$ cat src/acq_pkg.sv
package acq_pkg;

  // ============================================================
  // Widths.
  // ============================================================

  localparam int sample_w = 16;
  localparam int len_w    = 16;
  localparam int shift_w  = 3;

  // Room for sixteen full-scale samples.
  localparam int acc_w    = sample_w + 4;

  // ============================================================
  // Configuration and stream types.
  // ============================================================

  // Held steady while a run is in progress.
  typedef struct packed {
    logic [len_w-1:0]   packet_len_m1;
    logic [len_w-1:0]   pkt_count;
    logic [shift_w-1:0] decim_shift;
    logic               continuous;
  } acq_cfg_t;

  typedef struct packed {
    logic [sample_w-1:0] data;
    logic                last;
  } beat_t;

  typedef enum logic [1:0] {
    st_idle  = 2'd0,
    st_run   = 2'd1,
    st_drain = 2'd2
  } ctrl_state_t;

endpackage

$ cat src/acq_control.sv
`timescale 1ns/1ns

module acq_control
  import acq_pkg::*;
(
  input  logic     aclk,
  input  logic     aresetn,

  input  logic     start,
  input  logic     stop,
  input  acq_cfg_t cfg,

  input  logic     pkt_done,
  input  logic     pkt_active,

  output logic     run,
  output logic     capture_en,
  output logic     busy,
  output logic     done
);

  ctrl_state_t      state;
  ctrl_state_t      state_next;
  logic [len_w-1:0] pkt_cnt;
  logic [len_w-1:0] pkt_cnt_inc;
  logic             shot_done;

  assign pkt_cnt_inc = pkt_cnt + 1'b1;

  // Last packet of a single-shot run is leaving the packetizer.
  assign shot_done = !cfg.continuous && pkt_done && (pkt_cnt_inc == cfg.pkt_count);

  // ============================================================
  // Next state.
  // ============================================================

  always_comb
  begin
    state_next = state;
    case (state)
      st_idle:
      begin
        if (start)
        begin
          state_next = st_run;
        end
      end
      st_run:
      begin
        if (stop || shot_done)
        begin
          state_next = st_drain;
        end
      end
      st_drain:
      begin
        // Never stop in the middle of a packet.
        if (!pkt_active)
        begin
          state_next = st_idle;
        end
      end
      default:
      begin
        state_next = st_idle;
      end
    endcase
  end

  always_ff @(posedge aclk)
  begin
    if (!aresetn)
    begin
      state   <= st_idle;
      pkt_cnt <= '0;
      done    <= 1'b0;
    end
    else
    begin
      state <= state_next;
      done  <= (state == st_drain) && !pkt_active;
      if ((state == st_idle) && start)
      begin
        pkt_cnt <= '0;
      end
      else if ((state == st_run) && pkt_done)
      begin
        pkt_cnt <= pkt_cnt_inc;
      end
    end
  end

  // Decimator keeps feeding while the open packet drains.
  assign run        = (state == st_run);
  assign capture_en = (state != st_idle);
  assign busy       = (state != st_idle);

endmodule

$ cat src/acq_top.sv
`timescale 1ns/1ns

module acq_top
  import acq_pkg::*;
#(
  parameter int fifo_depth_log2 = 3
)
(
  input  logic                aclk,
  input  logic                aresetn,

  input  logic [sample_w-1:0] s_tdata,
  input  logic                s_tvalid,
  output logic                s_tready,

  output beat_t               m_beat,
  output logic                m_tvalid,
  input  logic                m_tready,

  input  acq_cfg_t            cfg,
  input  logic                start,
  input  logic                stop,

  output logic                busy,
  output logic                done
);

  logic  run;
  logic  capture_en;
  logic  pkt_done;
  logic  pkt_active;

  beat_t dec_beat;
  logic  dec_valid;
  logic  dec_ready;

  beat_t pkt_beat;
  logic  pkt_valid;
  logic  pkt_ready;

  acq_control i_control (
    .aclk       (aclk),
    .aresetn    (aresetn),
    .start      (start),
    .stop       (stop),
    .cfg        (cfg),
    .pkt_done   (pkt_done),
    .pkt_active (pkt_active),
    .run        (run),
    .capture_en (capture_en),
    .busy       (busy),
    .done       (done)
  );

  sample_decimator i_decimator (
    .aclk        (aclk),
    .aresetn     (aresetn),
    .capture_en  (capture_en),
    .decim_shift (cfg.decim_shift),
    .s_tdata     (s_tdata),
    .s_tvalid    (s_tvalid),
    .s_tready    (s_tready),
    .out_beat    (dec_beat),
    .out_valid   (dec_valid),
    .out_ready   (dec_ready)
  );

  axis_packetizer i_packetizer (
    .aclk          (aclk),
    .aresetn       (aresetn),
    .run           (run),
    .packet_len_m1 (cfg.packet_len_m1),
    .s_beat        (dec_beat),
    .s_tvalid      (dec_valid),
    .s_tready      (dec_ready),
    .m_beat        (pkt_beat),
    .m_tvalid      (pkt_valid),
    .m_tready      (pkt_ready),
    .pkt_active    (pkt_active),
    .pkt_done      (pkt_done)
  );

  packet_fifo #(
    .depth_log2 (fifo_depth_log2)
  ) i_fifo (
    .aclk      (aclk),
    .aresetn   (aresetn),
    .in_beat   (pkt_beat),
    .in_valid  (pkt_valid),
    .in_ready  (pkt_ready),
    .out_beat  (m_beat),
    .out_valid (m_tvalid),
    .out_ready (m_tready)
  );

endmodule

$ cat src/axis_packetizer.sv
`timescale 1ns/1ns

module axis_packetizer
  import acq_pkg::*;
(
  input  logic             aclk,
  input  logic             aresetn,

  input  logic             run,
  input  logic [len_w-1:0] packet_len_m1,

  input  beat_t            s_beat,
  input  logic             s_tvalid,
  output logic             s_tready,

  output beat_t            m_beat,
  output logic             m_tvalid,
  input  logic             m_tready,

  output logic             pkt_active,
  output logic             pkt_done
);

  logic [len_w-1:0] cntr;
  logic [len_w-1:0] cntr_next;
  logic             enbl;
  logic             enbl_next;
  logic             tlast;
  logic             xfer;

  assign tlast = (cntr == packet_len_m1);
  assign xfer  = enbl && s_tvalid && m_tready;

  // ============================================================
  // Beat counter and packet enable.
  // ============================================================

  always_comb
  begin
    cntr_next = cntr;
    enbl_next = enbl;

    // A new packet only opens between packets.
    if (!enbl && run)
    begin
      enbl_next = 1'b1;
    end

    if (xfer)
    begin
      if (tlast)
      begin
        cntr_next = '0;
        enbl_next = 1'b0;
      end
      else
      begin
        cntr_next = cntr + 1'b1;
      end
    end
  end

  always_ff @(posedge aclk)
  begin
    if (!aresetn)
    begin
      cntr <= '0;
      enbl <= 1'b0;
    end
    else
    begin
      cntr <= cntr_next;
      enbl <= enbl_next;
    end
  end

  // Zero-latency pass-through, gated by the enable.
  assign m_beat.data = s_beat.data;
  assign m_beat.last = s_beat.last || (enbl && tlast);
  assign m_tvalid    = enbl && s_tvalid;
  assign s_tready    = enbl && m_tready;

  assign pkt_active = enbl;
  assign pkt_done   = xfer && tlast;

endmodule

$ cat src/packet_fifo.sv
`timescale 1ns/1ns

module packet_fifo
  import acq_pkg::*;
#(
  parameter int depth_log2 = 3
)
(
  input  logic  aclk,
  input  logic  aresetn,

  input  beat_t in_beat,
  input  logic  in_valid,
  output logic  in_ready,

  output beat_t out_beat,
  output logic  out_valid,
  input  logic  out_ready
);

  localparam int depth = 1 << depth_log2;

  beat_t                 mem [depth];
  logic [depth_log2-1:0] wr_ptr;
  logic [depth_log2-1:0] rd_ptr;
  logic [depth_log2:0]   count;
  logic                  wr_en;
  logic                  rd_en;

  assign in_ready  = (count != depth[depth_log2:0]);
  assign out_valid = (count != '0);

  assign wr_en = in_valid && in_ready;
  assign rd_en = out_valid && out_ready;

  // ============================================================
  // Storage.
  // ============================================================

  always_ff @(posedge aclk)
  begin
    if (wr_en)
    begin
      mem[wr_ptr] <= in_beat;
    end
  end

  assign out_beat = mem[rd_ptr];

  // ============================================================
  // Pointers and occupancy.
  // ============================================================

  always_ff @(posedge aclk)
  begin
    if (!aresetn)
    begin
      wr_ptr <= '0;
      rd_ptr <= '0;
      count  <= '0;
    end
    else
    begin
      if (wr_en)
      begin
        wr_ptr <= wr_ptr + 1'b1;
      end
      if (rd_en)
      begin
        rd_ptr <= rd_ptr + 1'b1;
      end
      case ({wr_en, rd_en})
        2'b10:   count <= count + 1'b1;
        2'b01:   count <= count - 1'b1;
        default: count <= count;
      endcase
    end
  end

endmodule

$ cat src/sample_decimator.sv
`timescale 1ns/1ns

module sample_decimator
  import acq_pkg::*;
(
  input  logic                aclk,
  input  logic                aresetn,

  input  logic                capture_en,
  input  logic [shift_w-1:0]  decim_shift,

  input  logic [sample_w-1:0] s_tdata,
  input  logic                s_tvalid,
  output logic                s_tready,

  output beat_t               out_beat,
  output logic                out_valid,
  input  logic                out_ready
);

  localparam int cnt_w = acc_w - sample_w;

  logic [acc_w-1:0]    acc;
  logic [acc_w-1:0]    sum;
  logic [cnt_w-1:0]    cnt;
  logic [cnt_w-1:0]    grp_m1;
  logic [sample_w-1:0] res_data;
  logic                res_valid;
  logic                grp_end;
  logic                take;

  // 2^shift - 1, built as a mask.
  assign grp_m1  = ~({cnt_w{1'b1}} << decim_shift);
  assign grp_end = (cnt == grp_m1);

  // Stall only when a finished group would overwrite an unsent result.
  assign s_tready = capture_en && !(res_valid && grp_end);
  assign take     = s_tvalid && s_tready;
  assign sum      = acc + acc_w'(s_tdata);

  always_ff @(posedge aclk)
  begin
    if (!aresetn || !capture_en)
    begin
      acc       <= '0;
      cnt       <= '0;
      res_valid <= 1'b0;
    end
    else
    begin
      if (out_valid && out_ready)
      begin
        res_valid <= 1'b0;
      end
      if (take)
      begin
        if (grp_end)
        begin
          acc       <= '0;
          cnt       <= '0;
          res_valid <= 1'b1;
        end
        else
        begin
          acc <= sum;
          cnt <= cnt + 1'b1;
        end
      end
    end
  end

  // Floor average.
  always_ff @(posedge aclk)
  begin
    if (take && grp_end)
    begin
      res_data <= sample_w'(sum >> decim_shift);
    end
  end

  assign out_beat  = '{data: res_data, last: 1'b0};
  assign out_valid = res_valid;

endmodule

$ cat config.mk
export PLATFORM = sky130hd
export DESIGN_NAME = acq_top
export DESIGN_NICKNAME = d
export VERILOG_FILES = /design/src/acq_pkg.sv /design/src/acq_control.sv /design/src/acq_top.sv /design/src/axis_packetizer.sv /design/src/packet_fifo.sv /design/src/sample_decimator.sv
export SDC_FILE = /design/constraint.sdc
export NUM_CORES = 1
export LEC_CHECK = 0
export ABC_CLOCK_PERIOD_IN_PS = 9200
export BUFFER_PORTS_ARGS = -buffer_cell sky130_fd_sc_hd__buf_2
export CORE_AREA = 3 3 141 143
export DETAILED_ROUTE_END_ITERATION = 7
export DIE_AREA = 0 0 144 146
export MAX_ROUTING_LAYER = met4
export PLACE_DENSITY_LB_ADDON = 0.1
export SYNTH_ARGS = -nofsm -noshare
export SYNTH_HDL_FRONTEND = slang
export SYNTH_SLANG_ARGS = --single-unit
$ cat constraint.sdc
create_clock -name aclk -period 9.2 [get_ports aclk]
set_clock_uncertainty 0.15 [all_clocks]
set_input_delay 1.38 -clock aclk [delete_from_list [all_inputs] [get_ports aclk]]
set_output_delay 1.38 -clock aclk [all_outputs]
set_load 0.02 [all_outputs]
== Yosys cells after proc, flatten, opt, wreduce, memory -nomap -nowiden ==
Memories as Yosys holds them, arrays and structs flattened. A register that Yosys moved wholly into a read port is not among the register bits.
Index checks and enable logic that the tools add are counted.

* Bits in registers: 87
* Memories kept: 1
* Input port bits: 58
* Memory bits (writable): 136

{| class="wikitable"
|+ Memory list
! memory !! depth !! width !! read ports !! clocked after memory_dff !! write ports !! RTL line !! text
|-
| i_fifo.mem || 8 || 17 || 1 || 1 || 1 || packet_fifo.sv:23 || <nowiki>beat_t mem [depth];</nowiki>
|}

* Equal/unequal tests: 11
* Bitwise operators: 2
* Reductions and logical operators: 30
* $add $sub $neg: 8
* Shifts and indexed selects: 2
* Multiplexer cells: 18

{| class="wikitable"
|+ Operators by type and width
! kind !! count
|-
| adder 16 x 1 -> 16 bit (second input constant) || 2
|-
| equality test 16 bit || 2
|-
| adder 20 x 16 -> 20 bit || 1
|-
| 2-to-1 mux 20 bit || 1
|-
| >> shifter 20 x 3 -> 16 bit || 1
|-
| logical AND 1 bit || 17
|-
| 2-to-1 mux 16 bit || 1
|-
| adder 4 x 1 -> 4 bit (second input constant) || 2
|-
| 2-to-1 mux 1 bit || 8
|-
| one-hot mux 4 bit (2 select lines) || 1
|-
| adder 3 x 1 -> 3 bit (second input constant) || 2
|-
| 2-to-1 mux 2 bit || 3
|-
| 2-to-1 mux 3 bit || 2
|-
| inequality test 2 bit (second input constant) || 3
|-
| one-hot mux 2 bit (3 select lines) || 1
|-
| zero test 1 bit || 5
|-
| equality test 2 x 1 -> 1 bit (second input constant) || 2
|-
| equality test 2 bit (second input constant) || 2
|-
| equality test 4 bit || 1
|-
| 2-to-1 mux 4 bit || 1
|-
| inequality test 4 bit (second input constant) || 1
|-
| NOT 4 bit || 1
|-
| nonzero test 2 bit || 2
|-
| nonzero test 4 bit || 1
|-
| other kinds (7) || 8
|}

== Depth between registers and ports, before layout ==
Gate-level depths: netlist (run 1).

* Word-level depth: 8
* Depth in mapped cells: 11
* Gate-level depth less buffers: 10

== By module ==
Synthesis (run 1) repeated with hierarchy kept, for this count alone.

* Cell total of the unflattened synthesis: 945
* Area total of the unflattened synthesis: 11412.2 um^2

{| class="wikitable"
|+ By module, submodules not included
! module !! cells an instance !! area an instance (um^2) !! instances
|-
| packet_fifo || 271 || 5781.8 || 1
|-
| sample_decimator || 381 || 3235.6 || 1
|-
| acq_control || 168 || 1331.3 || 1
|-
| axis_packetizer || 125 || 1063.5 || 1
|}

== Worst setup path before layout (run 1) ==
No wires, ideal clock.

* Kind: input-to-output
* Start: in cfg[2] (netlist name)
* End: out s_tready
* Arrival time: 2.817 ns
* Setup slack: 4.853 ns
* Cell stages on the path: 7
* Buffers on the path: 1
* Data required time: 7.670 ns
* Cells stage by stage: or2_4 > or3_1 > a211oi_1 > a31oi_1 > nor2_4 > buf_2 > a21oi_1

* Longest elaborated chain between the ends: 6

{| class="wikitable"
|+ RTL lines
! item !! RTL line !! text
|-
| from (decl) || acq_top.sv:20 || <nowiki>input acq_cfg_t cfg,</nowiki>
|-
| << shifter 4 x 3 -> 4 bit || sample_decimator.sv:33 || <nowiki>assign grp_m1 = ~({cnt_w{1'b1}} << decim_shift);</nowiki>
|-
| NOT 4 bit || sample_decimator.sv:33 ||
|-
| equality test 4 bit || sample_decimator.sv:34 || <nowiki>assign grp_end = (cnt == grp_m1);</nowiki>
|-
| logical AND 1 bit || sample_decimator.sv:37 || <nowiki>assign s_tready = capture_en && !(res_valid && grp_end);</nowiki>
|-
| zero test 1 bit || sample_decimator.sv:37 ||
|-
| logical AND 1 bit || sample_decimator.sv:37 ||
|-
| to (decl) || acq_top.sv:14 || <nowiki>output logic s_tready,</nowiki>
|}

Every way passes these cells.

== Worst setup path after layout (run 1) ==
Same ends and word-level chain as after synthesis.

==> implementation parameters, run 1 <==
Parameter                              Value

Floorplan
  Chip width    approximately 140 um
  Ports placed on the boundary    79
  DIE AREA    between 20000 and 25000 um^2
  Area of the core region    between 15000 and 20000 um^2
  Number of placement rows    50
  Die Y    roughly 150 um
  Initial Util    59.4%

Power
  Leakage power of the design    around 0.0043 uW
  Power per cell area    approximately 170 nW/um^2
  Maximum VDD drop    approximately 120 uV

Yosys
  Part of the Yosys area used for sequential elements    a little over half
  Synth Cell Area    between 10000 and 15000 um^2
  Post-Syn Area per Cell    around 12 um^2
  Post-synth top area share    41.1%
  Number of instances in the synthesized netlist    about 910
  Number of library cell types mapped by synthesis    80
  Number of enable-type register cells in the synthesized netlist    ~150
  Synth Flop Type    sky130_fd_sc_hd__edfxtp_1
  Warnings from Yosys    0
  Top post-synthesis cells by area    sky130_fd_sc_hd__edfxtp_1 (41%), sky130_fd_sc_hd__dfxtp_1 (13%), sky130_fd_sc_hd__mux4_2 (7.1%)
  Largest area contributor in the netlist    sky130_fd_sc_hd__edfxtp_1
  Post-Syn Nets    996
  Async set-or-reset flop fraction in the synthesized netlist    0%
  Synthesized flop and latch total    between 200 and 250

Clocking
  Clock tree from TritonCTS    built
  Clock buffer depth    3
  Number of CTS-inserted buffers    24
  Setup repair bufs after CTS    0
  Insertion delay to the later sink of the worst-skew pair    around 0.50 ns
  Clock transition at path regs    0.06 ns
  Clk sink count    roughly 230
  Number of levels in the clock H-tree    1
  Count of hold-fix buffers inserted at cts    0
  Clock root buffer master    sky130_fd_sc_hd__clkbuf_16
  Count of instances resized after the clock tree is built    0

Global route
  Pin count of the biggest net entering global routing    35
  Met2 demand-to-capacity share in global routing    between 30 and 40%
  Global Route met1 Usage    between 30% and 40%
  Global-route wire length before repair    ~37000 um
  Global routing usage on met3    under 10%
  Vias in the first global route    7125
  Initial antenna violation count    0
  Global-route total usage across every layer    between 20% and 30%
  Grt total ovfl    0
  Most congested layer reported by global routing    met2

STA
  Final total negative setup slack    0 ns
  Hold slack final    slightly above 0.3 ns
  Worst path setup slack after routing    around 4.3 ns
  Max frequency    approximately 0.2 GHz
  Tcrit/Tclk final    around 54%
  Number of failing hold endpoints at the final stage    0
  Remaining max-slew budget at the tightest pin    roughly a fifth
  Max-slew violation total from the final report    0
  Tmin final    between 4 and 5 ns
  Tightest Pin Transition    around 1.2 ns
  Unrepaired setup endpoints after global routing    no
  Setup Viol. Count Final    0

Worst setup path
  Dominant cell type by count on the critical path    sky130_fd_sc_hd__buf_2
  Slowest cell on the critical path    sky130_fd_sc_hd__nor2_4
  Largest stage delay, worst path    ~0.46 ns
  Timing endpoint of the critical path    s_tready
  Top fanout value on the critical path    30
  Register-to-register setup slack    5.84 ns
  Capture point of the worst reg-to-reg path    i_decimator.res_data[2]
  Data required time of the critical path    between 7 and 8 ns
  Arrival time reported for the critical path endpoint    between 3 and 4 ns
  Crit start category    input pin
  Worst setup startpoint    cfg[2]
  Type of element capturing the critical path    output port
  Startpoint of the most critical register-to-register path    i_decimator.cnt[0]
  Cells traversed along the worst timing path    buf_2 -> or2_4 -> or3_1 -> a211oi_1 -> a31oi_1 -> nor2_4 -> a21oi_1 -> buf_2
  Depth of the worst register-to-register path    6
  Startpoint-to-endpoint class of the critical path    in -> out

Placed design
  Number of I/O port buffers    78
  Worst slack at placement    about 4.2 ns
  Post-detailed-placement cell area    11700 um^2
  Last weighted congestion value of the routability-driven placer    0.879
  HPWL after detailed placement    about 15000 um

Run
  Total of max-cap violations    0

Drt
  Number of vias after detailed routing    7268
  Via density    5.87
  Total DRC errors in the routed layout    0
  DRT Pass-1 Iters    5
  Number of antenna-violating nets in the routed design    0
  Number of DRC markers in iteration 0    about 520
  Final Routed Wirelength    about 22000 um
  WL per Instance    17.9 um

Hold path
  Worst hold-check path type    reg -> reg
  Hold path startpoint    i_decimator.acc[8]

Layout
  Number of inserted diodes    0
  Total Nets Final    about 1100
  Final instance area    around 12000 um^2
  Area growth from synthesis to layout    12.2%
  Fraction of final layout cells with drive strength greater than 1    a little over a fifth
  Final standard cell utilization of the core    66.6%

Status
  Run status    finished, final reports clean
==> cell usage after synthesis (3+ instances only) <==
| cell type | n |
|---|---|
| sky130_fd_sc_hd__mux2_2 | 24 |
| sky130_fd_sc_hd__o211ai_2 | 3 |
| sky130_fd_sc_hd__a21o_1 | 7 |
| sky130_fd_sc_hd__xor2_1 | 36 |
| sky130_fd_sc_hd__nor3_1 | 20 |
| sky130_fd_sc_hd__buf_1 | 4 |
| sky130_fd_sc_hd__a31oi_1 | 5 |
| sky130_fd_sc_hd__a211oi_1 | 9 |
| sky130_fd_sc_hd__mux4_2 | 35 |
| sky130_fd_sc_hd__nand2b_1 | 10 |
| sky130_fd_sc_hd__clkbuf_8 | 4 |
| sky130_fd_sc_hd__xnor2_1 | 50 |
| sky130_fd_sc_hd__edfxtp_1 | 152 |
| sky130_fd_sc_hd__nor2b_1 | 6 |
| sky130_fd_sc_hd__mux2i_1 | 21 |
| sky130_fd_sc_hd__o21ai_1 | 5 |
| sky130_fd_sc_hd__inv_1 | 13 |
| sky130_fd_sc_hd__nand2_1 | 79 |
| sky130_fd_sc_hd__a21oi_1 | 65 |
| sky130_fd_sc_hd__o22ai_1 | 5 |
| sky130_fd_sc_hd__buf_2 | 8 |
| sky130_fd_sc_hd__nand3_1 | 30 |
| sky130_fd_sc_hd__dfxtp_1 | 74 |
| sky130_fd_sc_hd__and3_1 | 6 |
| sky130_fd_sc_hd__or3_1 | 10 |
| sky130_fd_sc_hd__clkbuf_1 | 17 |
| sky130_fd_sc_hd__a21boi_0 | 3 |
| sky130_fd_sc_hd__nor4_1 | 6 |
| sky130_fd_sc_hd__nor2_1 | 75 |
| sky130_fd_sc_hd__ha_1 | 24 |
| sky130_fd_sc_hd__o21ai_0 | 19 |
| sky130_fd_sc_hd__o221ai_1 | 6 |
| sky130_fd_sc_hd__o211ai_1 | 4 |
| sky130_fd_sc_hd__and2_1 | 11 |
| sky130_fd_sc_hd__nand4_1 | 10 |
==> placed cells by master, fill, tap and decap left out, types with 5 or more instances in the layout <==
cell                        count
sky130_fd_sc_hd__o21ai_0       19
sky130_fd_sc_hd__and2_1        11
sky130_fd_sc_hd__a21oi_1       65
sky130_fd_sc_hd__mux2_2        24
sky130_fd_sc_hd__nor3_1        16
sky130_fd_sc_hd__nand2_1       79
sky130_fd_sc_hd__a31oi_1        5
sky130_fd_sc_hd__nand3_1       30
sky130_fd_sc_hd__nand2b_1      10
sky130_fd_sc_hd__o22ai_1        5
sky130_fd_sc_hd__mux2i_1       21
sky130_fd_sc_hd__o21ai_1        5
sky130_fd_sc_hd__xnor2_1       50
sky130_fd_sc_hd__or3_1         10
sky130_fd_sc_hd__inv_1         13
sky130_fd_sc_hd__clkinv_2       5
sky130_fd_sc_hd__nor4_1         5
sky130_fd_sc_hd__a211oi_1       9
sky130_fd_sc_hd__ha_1          24
sky130_fd_sc_hd__buf_4         10
sky130_fd_sc_hd__edfxtp_1     152
sky130_fd_sc_hd__buf_2         78
sky130_fd_sc_hd__nand4_1       10
sky130_fd_sc_hd__o221ai_1       6
sky130_fd_sc_hd__and3_1         6
sky130_fd_sc_hd__mux4_2        35
sky130_fd_sc_hd__dfxtp_1       73
sky130_fd_sc_hd__nor2b_1        6
sky130_fd_sc_hd__xor2_1        36
sky130_fd_sc_hd__clkbuf_16     26
sky130_fd_sc_hd__a21o_1         7
sky130_fd_sc_hd__nor2_1        75
==> critical path, delay by kind of cell <==
kind / cells / cell delay [ns]
buffers and inverters: 2 / 0.44
and+or+nand+nor: 3 / 1.11
AOI/OAI and AO/OA: 3 / 0.47
==> state kept, by name, summed over array words and instances, names as in the netlist, named ones only <==
signal and count:
i_decimator.cnt 4, i_fifo.mem 136, i_control.done 1, i_control.pkt_cnt 16, i_control.state 2, i_fifo.rd_ptr 3
i_fifo.count 4, i_decimator.acc 20, i_fifo.wr_ptr 3, i_packetizer.cntr 16, i_packetizer.pkt_active 1, i_decimator.res_data 16
i_decimator.out_valid 1
==> area by class of cell <==
class / instances / area (um^2)
repair buffers: 88 / 465
multi-input cells: 634 / 4810
flip-flops and latches: 226 / 6050
clock inverters: 11 / 109
fillers: 1416 / 6250
clock buffers: 31 / 679
inverters: 14 / 52.6
well taps: 234 / 293
==> cell families (layout without fill, tap and decap cells) <==
| kind of cell | Yosys count | count (layout) | share of synthesized area, % |
|---|---|---|---|
| buffers and inverters | 52 | 144 | 2.47 |
| muxes | 82 | 82 | 11.8 |
| adders and majority gates | 26 | 26 | 3.06 |
| DFF | 226 | 226 | 54.4 |
| xor gates and xnor gates | 87 | 87 | 6.93 |
| AOI/OAI and AO/OA | 153 | 153 | 8.78 |
| and+or+nand+nor | 286 | 286 | 12.6 |
==> worst min-delay path by stage <==
stage / endpoint / slack (ns) / depth (start not counted)
after floorplan: i_decimator.acc[0] / 0.29 / 2
after global placement: i_decimator.acc[7] / 0.29 / 2
after detailed placement: i_decimator.acc[9] / 0.31 / 2
after CTS: i_decimator.acc[9] / 0.31 / 2
after global routing: i_decimator.acc[0] / 0.34 / 2
final: i_decimator.acc[8] / 0.31 / 2
==> metrics by stage <==
| step | power (uW) | instances |
|---|---|---|
| floorplan | 1180 | 912 |
| global placement | 1210 | 1196 |
| detailed placement | 1210 | 1196 |
| CTS | 2160 | 1238 |
| global route | 2220 | 1238 |
| finish | 2130 | 1238 |
==> power breakdown <==
part	total, uW	switching, uW	leakage (uW)	internal (uW)
Combinational	113	67.4	0.00197	45.8
Clock	942	366	0.000388	575
Sequential	1080	2.25	0.00198	1080
Total	2130	436	0.00433	1700
==> per-layer routing <==
layer  wire [um]  vias to the layer above
li1            -                     3558
met2       10500                      158
met1       10500                     3535
met3         946                       17
met5           0                        -
met4         176                        0
Power figures use the tool's default switching activity.
==> run 2: changes to the inputs <==
--- a/config.mk
+++ b/config.mk
@@ -5,11 +5,12 @@
 export SDC_FILE = /design/constraint.sdc
 export NUM_CORES = 1
 export LEC_CHECK = 0
-export ABC_CLOCK_PERIOD_IN_PS = 9200
+export ABC_AREA = 1
+export ABC_CLOCK_PERIOD_IN_PS = 5100
 export BUFFER_PORTS_ARGS = -buffer_cell sky130_fd_sc_hd__buf_2
-export CORE_AREA = 3 3 141 143
+export CORE_AREA = 3 3 142 144
 export DETAILED_ROUTE_END_ITERATION = 7
-export DIE_AREA = 0 0 144 146
+export DIE_AREA = 0 0 145 147
 export MAX_ROUTING_LAYER = met4
 export PLACE_DENSITY_LB_ADDON = 0.1
 export SYNTH_ARGS = -nofsm -noshare
==> constraint.sdc (replaced) <==
create_clock -name aclk -period 5.1 [get_ports aclk]
set_clock_uncertainty 0.15 [all_clocks]
set_input_delay 0.765 -clock aclk [delete_from_list [all_inputs] [get_ports aclk]]
set_output_delay 0.765 -clock aclk [all_outputs]
set_load 0.02 [all_outputs]
==> run 2 against run 1 <==
Wire length is 12% higher. Synthesized area is 1.6% higher. Utilization is 0.71 points higher. Sequential cell count stayed put. Die area is 1.4% higher. Critical endpoint is now m_beat[9]. Largest power group unchanged. Highest routed layer unchanged.
==> implementation parameters, run 2 <==
Parameter                              Value

Clocking
  Insertion delay to the later sink of the worst-skew pair    roughly 0.51 ns
  Number of CTS-inserted buffers    24
  Clk sink count    about 230
  Clock root buffer master    sky130_fd_sc_hd__clkbuf_16
  Count of instances resized after the clock tree is built    0
  Clock transition at path regs    approximately 0.060 ns
  Setup repair bufs after CTS    0
  Clock buffer depth    3
  Clock tree from TritonCTS    built
  Number of levels in the clock H-tree    1
  Count of hold-fix buffers inserted at cts    0

Run
  Total of max-cap violations    0

Hold path
  Cell count of the worst hold path    2
  Worst hold-check path type    reg -> reg

STA
  Setup Viol. Count Final    0
  Max frequency    0.275 GHz
  Number of failing hold endpoints at the final stage    0
  Unrepaired setup endpoints after global routing    no
  Tightest Pin Transition    about 0.93 ns
  Final total negative setup slack    0 ns
  Tmin final    between 3 and 4 ns
  Max-slew violation total from the final report    0
  Tcrit/Tclk final    a little under three quarters
  Remaining max-slew budget at the tightest pin    between 30% and 40%
  Worst path setup slack after routing    approximately 1.5 ns

Worst setup path
  Capture point of the worst reg-to-reg path    i_control.pkt_cnt[12]
  Register-to-register setup slack    approximately 2.3 ns
  Crit start category    flop
  Type of element capturing the critical path    output port
  Startpoint of the most critical register-to-register path    i_fifo.count[1]
  Startpoint-to-endpoint class of the critical path    reg -> out
  Depth of the worst register-to-register path    9
  Top fanout value on the critical path    36
  Timing endpoint of the critical path    m_beat[9]
  Data required time of the critical path    between 4 and 5 ns
  Arrival time reported for the critical path endpoint    roughly 2.7 ns

Yosys
  Synthesized flop and latch total    roughly 230
  Async set-or-reset flop fraction in the synthesized netlist    0%
  Most common cell in the netlist    sky130_fd_sc_hd__nand2_1
  Largest area contributor in the netlist    sky130_fd_sc_hd__edfxtp_1
  Warnings from Yosys    0
  Synth Flop Type    sky130_fd_sc_hd__edfxtp_1
  Top cells by count, synth    sky130_fd_sc_hd__nand2_1 (249), sky130_fd_sc_hd__nor2_1 (199), sky130_fd_sc_hd__edfxtp_1 (152), sky130_fd_sc_hd__o21ai_0 (117), sky130_fd_sc_hd__nand3_1 (104)
  Post-Syn Area per Cell    between 8 and 9 um^2
  Number of enable-type register cells in the synthesized netlist    152
  Part of the Yosys area used for sequential elements    ~54%
  Number of instances in the synthesized netlist    approximately 1300
  Post-Syn Nets    around 1400
  Top post-synthesis cells by area    sky130_fd_sc_hd__edfxtp_1 (40%), sky130_fd_sc_hd__dfxtp_1 (13%), sky130_fd_sc_hd__nand2_1 (8.3%)
  Number of library cell types mapped by synthesis    47
  Post-synth top area share    40.4%
  Synth Cell Area    ~11000 um^2

Drt
  Via density    around 5.5
  Number of antenna-violating nets in the routed design    0
  Number of DRC markers in iteration 0    566
  Number of vias after detailed routing    9035
  WL per Instance    about 15 um
  Total DRC errors in the routed layout    0
  Final Routed Wirelength    approximately 25000 um
  DRT Pass-1 Iters    7

Power
  Power per cell area    between 300 and 400 nW/um^2
  Maximum VDD drop    about 250 uV
  Leakage power of the design    a little under 0.005 uW

Floorplan
  DIE AREA    21300 um^2
  Chip width    145 um
  Number of placement rows    50
  Die Y    approximately 150 um
  Area of the core region    approximately 19000 um^2
  Ports placed on the boundary    just under 80
  Initial Util    roughly 60%

Layout
  Total Nets Final    1446
  Fraction of final layout cells with drive strength greater than 1    between 10 and 15%
  Largest register FFs    around 140
  Most frequent standard cell in the layout excluding fill and tap cells    sky130_fd_sc_hd__nand2_1
  Number of inserted diodes    0
  Most frequent cells in the layout    sky130_fd_sc_hd__nand2_1 (249), sky130_fd_sc_hd__nor2_1 (199), sky130_fd_sc_hd__edfxtp_1 (152), sky130_fd_sc_hd__o21ai_0 (117), sky130_fd_sc_hd__nand3_1 (104)
  Largest registers    i_fifo.mem x136, i_decimator.acc x20
  Area growth from synthesis to layout    12.3%
  Biggest register    i_fifo.mem

Global route
  Global-route wire length before repair    between 40000 and 50000 um
  Grt total ovfl    0
  Global-route total usage across every layer    23.5%
  Pin count of the biggest net entering global routing    69
  Initial antenna violation count    0
  Vias in the first global route    8411

Placed design
  Number of I/O port buffers    slightly below 80
  HPWL after detailed placement    ~17000 um
  Last weighted congestion value of the routability-driven placer    0.933
  Worst slack at placement    approximately 1.8 ns

Status
  Run status    finished, final reports clean
[run 2: cell types whose count changed in the layout (fill, tap and decap cells not counted), sizes merged, moves of 35 or more]
| cell | previous run | this run |
|---|---|---|
| inv | 13 | 88 |
| mux4 | 35 | 0 |
| nand2 | 81 | 256 |
| nand3 | 31 | 105 |
| nor2 | 77 | 209 |
| o21ai | 25 | 124 |
[run 2: cell type report]
class	count	area, um^2
fill	1529	6150
inverter	90	340
tap	260	325
timing repair buffer	91	488
clock inverter	15	158
sequential	226	6050
multi-input combinational	929	4680
clock buffer	29	641
[run 2: how the worst min path moves through the flow]
stage                     slack (ns)                   to           startpoint
after floorplan                 0.28                 flop     i_fifo.rd_ptr[2]
after global placement          0.30     i_fifo.rd_ptr[2]     i_fifo.rd_ptr[2]
after detailed placement        0.31                 flop     i_fifo.rd_ptr[2]
after CTS                       0.32     i_fifo.rd_ptr[2]     i_fifo.rd_ptr[2]
after global routing            0.34  i_decimator.acc[10]  i_decimator.acc[10]
final                           0.31     i_fifo.rd_ptr[2]     i_fifo.rd_ptr[2]
[run 2: kinds of logic after synthesis]
logic type | synth area share [%]
compound gates | 11.8
simple gates | 23.1
mux | 0.177
fa+ha+maj | 3.02
flops | 53.6
xor+xnor | 3.38
buf+inv | 4.98
[run 2: per-stage QoR]
step	hold WS (ns)	util (%)	total power (uW)	area, um^2	std cells
final	0.313	67.3	4820	12700	1640
after global routing	0.345	67.3	5070	12700	1640
after CTS	0.320	67.3	4860	12700	1640
after detailed placement	0.306	63.1	3120	11900	1596
after global placement	0.297	63.1	3100	11900	1596
after floorplan	0.283	-	2820	11300	1294
[run 2: layer usage]
| metal | global-route usage [%] | part of all wire [%] | vias up | wire length [um] |
|---|---|---|---|---|
| met4 | 6.32 | 2.0 | 0 | 500 |
| li1 | - | - | 4575 | - |
| met3 | 2.81 | 5.2 | 48 | 1290 |
| met1 | 30.4 | 44 | 4162 | 11000 |
| met5 | - | 0 | - | 0 |
| met2 | 39.7 | 48 | 250 | 12000 |
[run 2: critical path, stage by stage (launching register included)]
cell and delay (ns):
sky130_fd_sc_hd__dfxtp_2 0.32, sky130_fd_sc_hd__inv_1 0.67, sky130_fd_sc_hd__buf_4 0.46, sky130_fd_sc_hd__o21ai_0 0.16, sky130_fd_sc_hd__o22ai_1 0.16, sky130_fd_sc_hd__nor2_1 0.06
sky130_fd_sc_hd__a31oi_1 0.16, sky130_fd_sc_hd__buf_2 0.19
[run 2: power breakdown]
| part | internal (uW) | switching (uW) | leakage [uW] |
|---|---|---|---|
| Clock | 1050 | 687 | 0.000384 |
| Sequential | 1970 | 22.0 | 0.00197 |
| Combinational | 357 | 743 | 0.00248 |
| Total | 3370 | 1450 | 0.00483 |
==> run 3: changes to the inputs <==
--- a/config.mk
+++ b/config.mk
@@ -6,11 +6,11 @@
 export NUM_CORES = 1
 export LEC_CHECK = 0
 export ABC_AREA = 1
-export ABC_CLOCK_PERIOD_IN_PS = 5100
+export ABC_CLOCK_PERIOD_IN_PS = 3200
 export BUFFER_PORTS_ARGS = -buffer_cell sky130_fd_sc_hd__buf_2
-export CORE_AREA = 3 3 142 144
+export CORE_AREA = 3 3 148 150
 export DETAILED_ROUTE_END_ITERATION = 7
-export DIE_AREA = 0 0 145 147
+export DIE_AREA = 0 0 151 153
 export MAX_ROUTING_LAYER = met4
 export PLACE_DENSITY_LB_ADDON = 0.1
 export SYNTH_ARGS = -nofsm -noshare
==> constraint.sdc (replaced) <==
create_clock -name aclk -period 3.2 [get_ports aclk]
set_clock_uncertainty 0.15 [all_clocks]
set_input_delay 0.48 -clock aclk [delete_from_list [all_inputs] [get_ports aclk]]
set_output_delay 0.48 -clock aclk [all_outputs]
set_load 0.02 [all_outputs]
==> run 3 against run 2 <==
Sequential cell count unchanged. First-iteration DRC count up 15%. Count of clock-buffer cells in the layout grew 7. Power grew 64%. Combinational power grew 65%. Sequential power up 59%. Via count shrank 0.30%. Clock power rose by 70%. Highest routed layer unchanged.
==> implementation parameters, run 3 (synthesis results as in run 2) <==
Parameter                              Value

Layout
  Largest register FFs    around 140
  Area growth from synthesis to layout    13.8%
  Most frequent cells in the layout    sky130_fd_sc_hd__nand2_1 (249), sky130_fd_sc_hd__nor2_1 (199), sky130_fd_sc_hd__edfxtp_1 (152), sky130_fd_sc_hd__o21ai_0 (117), sky130_fd_sc_hd__nand3_1 (104)
  Filler cell count    1855
  Total Nets Final    1455
  Biggest register    i_fifo.mem
  Largest registers    i_fifo.mem x136, i_decimator.acc x20
  Fraction of final layout cells with drive strength greater than 1    a little under an eighth
  Most frequent standard cell in the layout excluding fill and tap cells    sky130_fd_sc_hd__nand2_1

Drt
  Number of vias after detailed routing    between 9000 and 10000
  DRT Pass-1 Iters    5
  Number of antenna-violating nets in the routed design    0
  Total DRC errors in the routed layout    0
  WL per Instance    15.3 um
  Number of DRC markers in iteration 0    652
  Via density    between 5 and 6
  Final Routed Wirelength    ~26000 um

STA
  Final total negative setup slack    0 ns
  Setup Viol. Count Final    0
  Max-slew violation total from the final report    0
  Worst path setup slack after routing    0.315 ns
  Unrepaired setup endpoints after global routing    no
  Tcrit/Tclk final    90.2%
  Max frequency    0.347 GHz
  Tightest Pin Transition    a little under 0.8 ns
  Tmin final    2.88 ns
  Number of failing hold endpoints at the final stage    0
  Remaining max-slew budget at the tightest pin    47.8%

Floorplan
  Initial Util    between 50% and 60%
  DIE AREA    23100 um^2
  Area of the core region    roughly 21000 um^2
  Die Y    between 150 and 200 um
  Ports placed on the boundary    around 80
  Number of placement rows    53
  Chip width    roughly 150 um

Clocking
  Clock root buffer master    sky130_fd_sc_hd__clkbuf_16
  Count of instances resized after the clock tree is built    0
  Number of levels in the clock H-tree    1
  Setup repair bufs after CTS    0
  Clock transition at path regs    0.06 ns
  Insertion delay to the later sink of the worst-skew pair    roughly 0.52 ns
  Count of hold-fix buffers inserted at cts    0
  Clk sink count    around 230
  Clock tree from TritonCTS    built
  Number of CTS-inserted buffers    25
  Clock buffer depth    3

Global route
  Global-route wire length before repair    between 40000 and 50000 um
  Pin count of the biggest net entering global routing    70
  Grt total ovfl    0
  Vias in the first global route    ~8600
  Initial antenna violation count    1
  Global-route total usage across every layer    a little under a quarter

Status
  Run status    finished, final reports clean

Power
  Power per cell area    between 600 and 700 nW/um^2
  Maximum VDD drop    ~470 uV
  Leakage power of the design    0.00491 uW

Placed design
  Worst slack at placement    ~0.28 ns
  Number of I/O port buffers    slightly below 80
  HPWL after detailed placement    17400 um
  Last weighted congestion value of the routability-driven placer    about 0.93

Worst setup path
  Top fanout value on the critical path    69
  Data required time of the critical path    approximately 2.6 ns
  Type of element capturing the critical path    output port
  Arrival time reported for the critical path endpoint    2.25 ns
  Startpoint-to-endpoint class of the critical path    reg -> out
  Crit start category    flop

Hold path
  Worst hold-check path type    in -> reg

Run
  Total of max-cap violations    0
[run 3: metal layers]
metal / vias up / routed length (um) / track usage, %
li1: 4589 / - / -
met4: 0 / 402 / 4.71
met5: - / 0 / -
met3: 33 / 1050 / 3.62
met2: 168 / 12400 / 37.5
met1: 4218 / 11700 / 29.9
[run 3: final cells by class]
class | count | area, um^2 | share of cell area [%]
Tap cell | 275 | 344 | 2.68
Inverter | 90 | 340 | 2.65
Sequential cell | 226 | 6050 | 47.1
Multi-Input combinational cell | 929 | 4680 | 36.4
Clock inverter | 10 | 156 | 1.22
Timing Repair Buffer | 99 | 573 | 4.46
Antenna cell | 1 | 2.50 | 0.0195
Clock buffer | 36 | 707 | 5.50
[run 3: worst paths after layout]
check	start	to	slack, ns	cells past startpoint
setup / recovery	flop	m_beat[3]	0.32	8
hold / removal	start	i_control.state[0]	0.11	3
setup reg to reg	i_decimator.acc[0]	i_decimator.res_data[14]	0.58	17
hold reg to reg	i_decimator.acc[7]	i_decimator.acc[7]	0.32	2
[run 3: per-stage QoR]
| step | area, um^2 | power (uW) | hold slack, ns | std cells | util (%) |
|---|---|---|---|---|---|
| floorplan | 11300 | 4500 | 0.283 | 1294 | - |
| global placement | 12000 | 5030 | 0.298 | 1619 | 57.5 |
| detailed placement | 12000 | 5050 | 0.303 | 1619 | 57.5 |
| CTS | 12800 | 8010 | 0.0923 | 1665 | 61.7 |
| global route | 12800 | 8320 | 0.0994 | 1666 | 61.7 |
| finish | 12800 | 7920 | 0.105 | 1666 | 61.7 |
[run 3: report_power, final]
part	internal, uW	total, uW	switching [uW]
Sequential	3140	3170	36.6
Combinational	618	1810	1190
Clock	1800	2940	1140
Total	5550	7920	2370
[run 3: critical path, cell delays in order (launching register included)]
cell	delay (ns)
sky130_fd_sc_hd__dfxtp_2	0.33
sky130_fd_sc_hd__buf_12	0.19
sky130_fd_sc_hd__inv_1	0.15
sky130_fd_sc_hd__buf_12	0.23
sky130_fd_sc_hd__nor2_1	0.07
sky130_fd_sc_hd__o22ai_1	0.18
sky130_fd_sc_hd__nor2_1	0.06
sky130_fd_sc_hd__a31oi_1	0.26
sky130_fd_sc_hd__buf_2	0.23
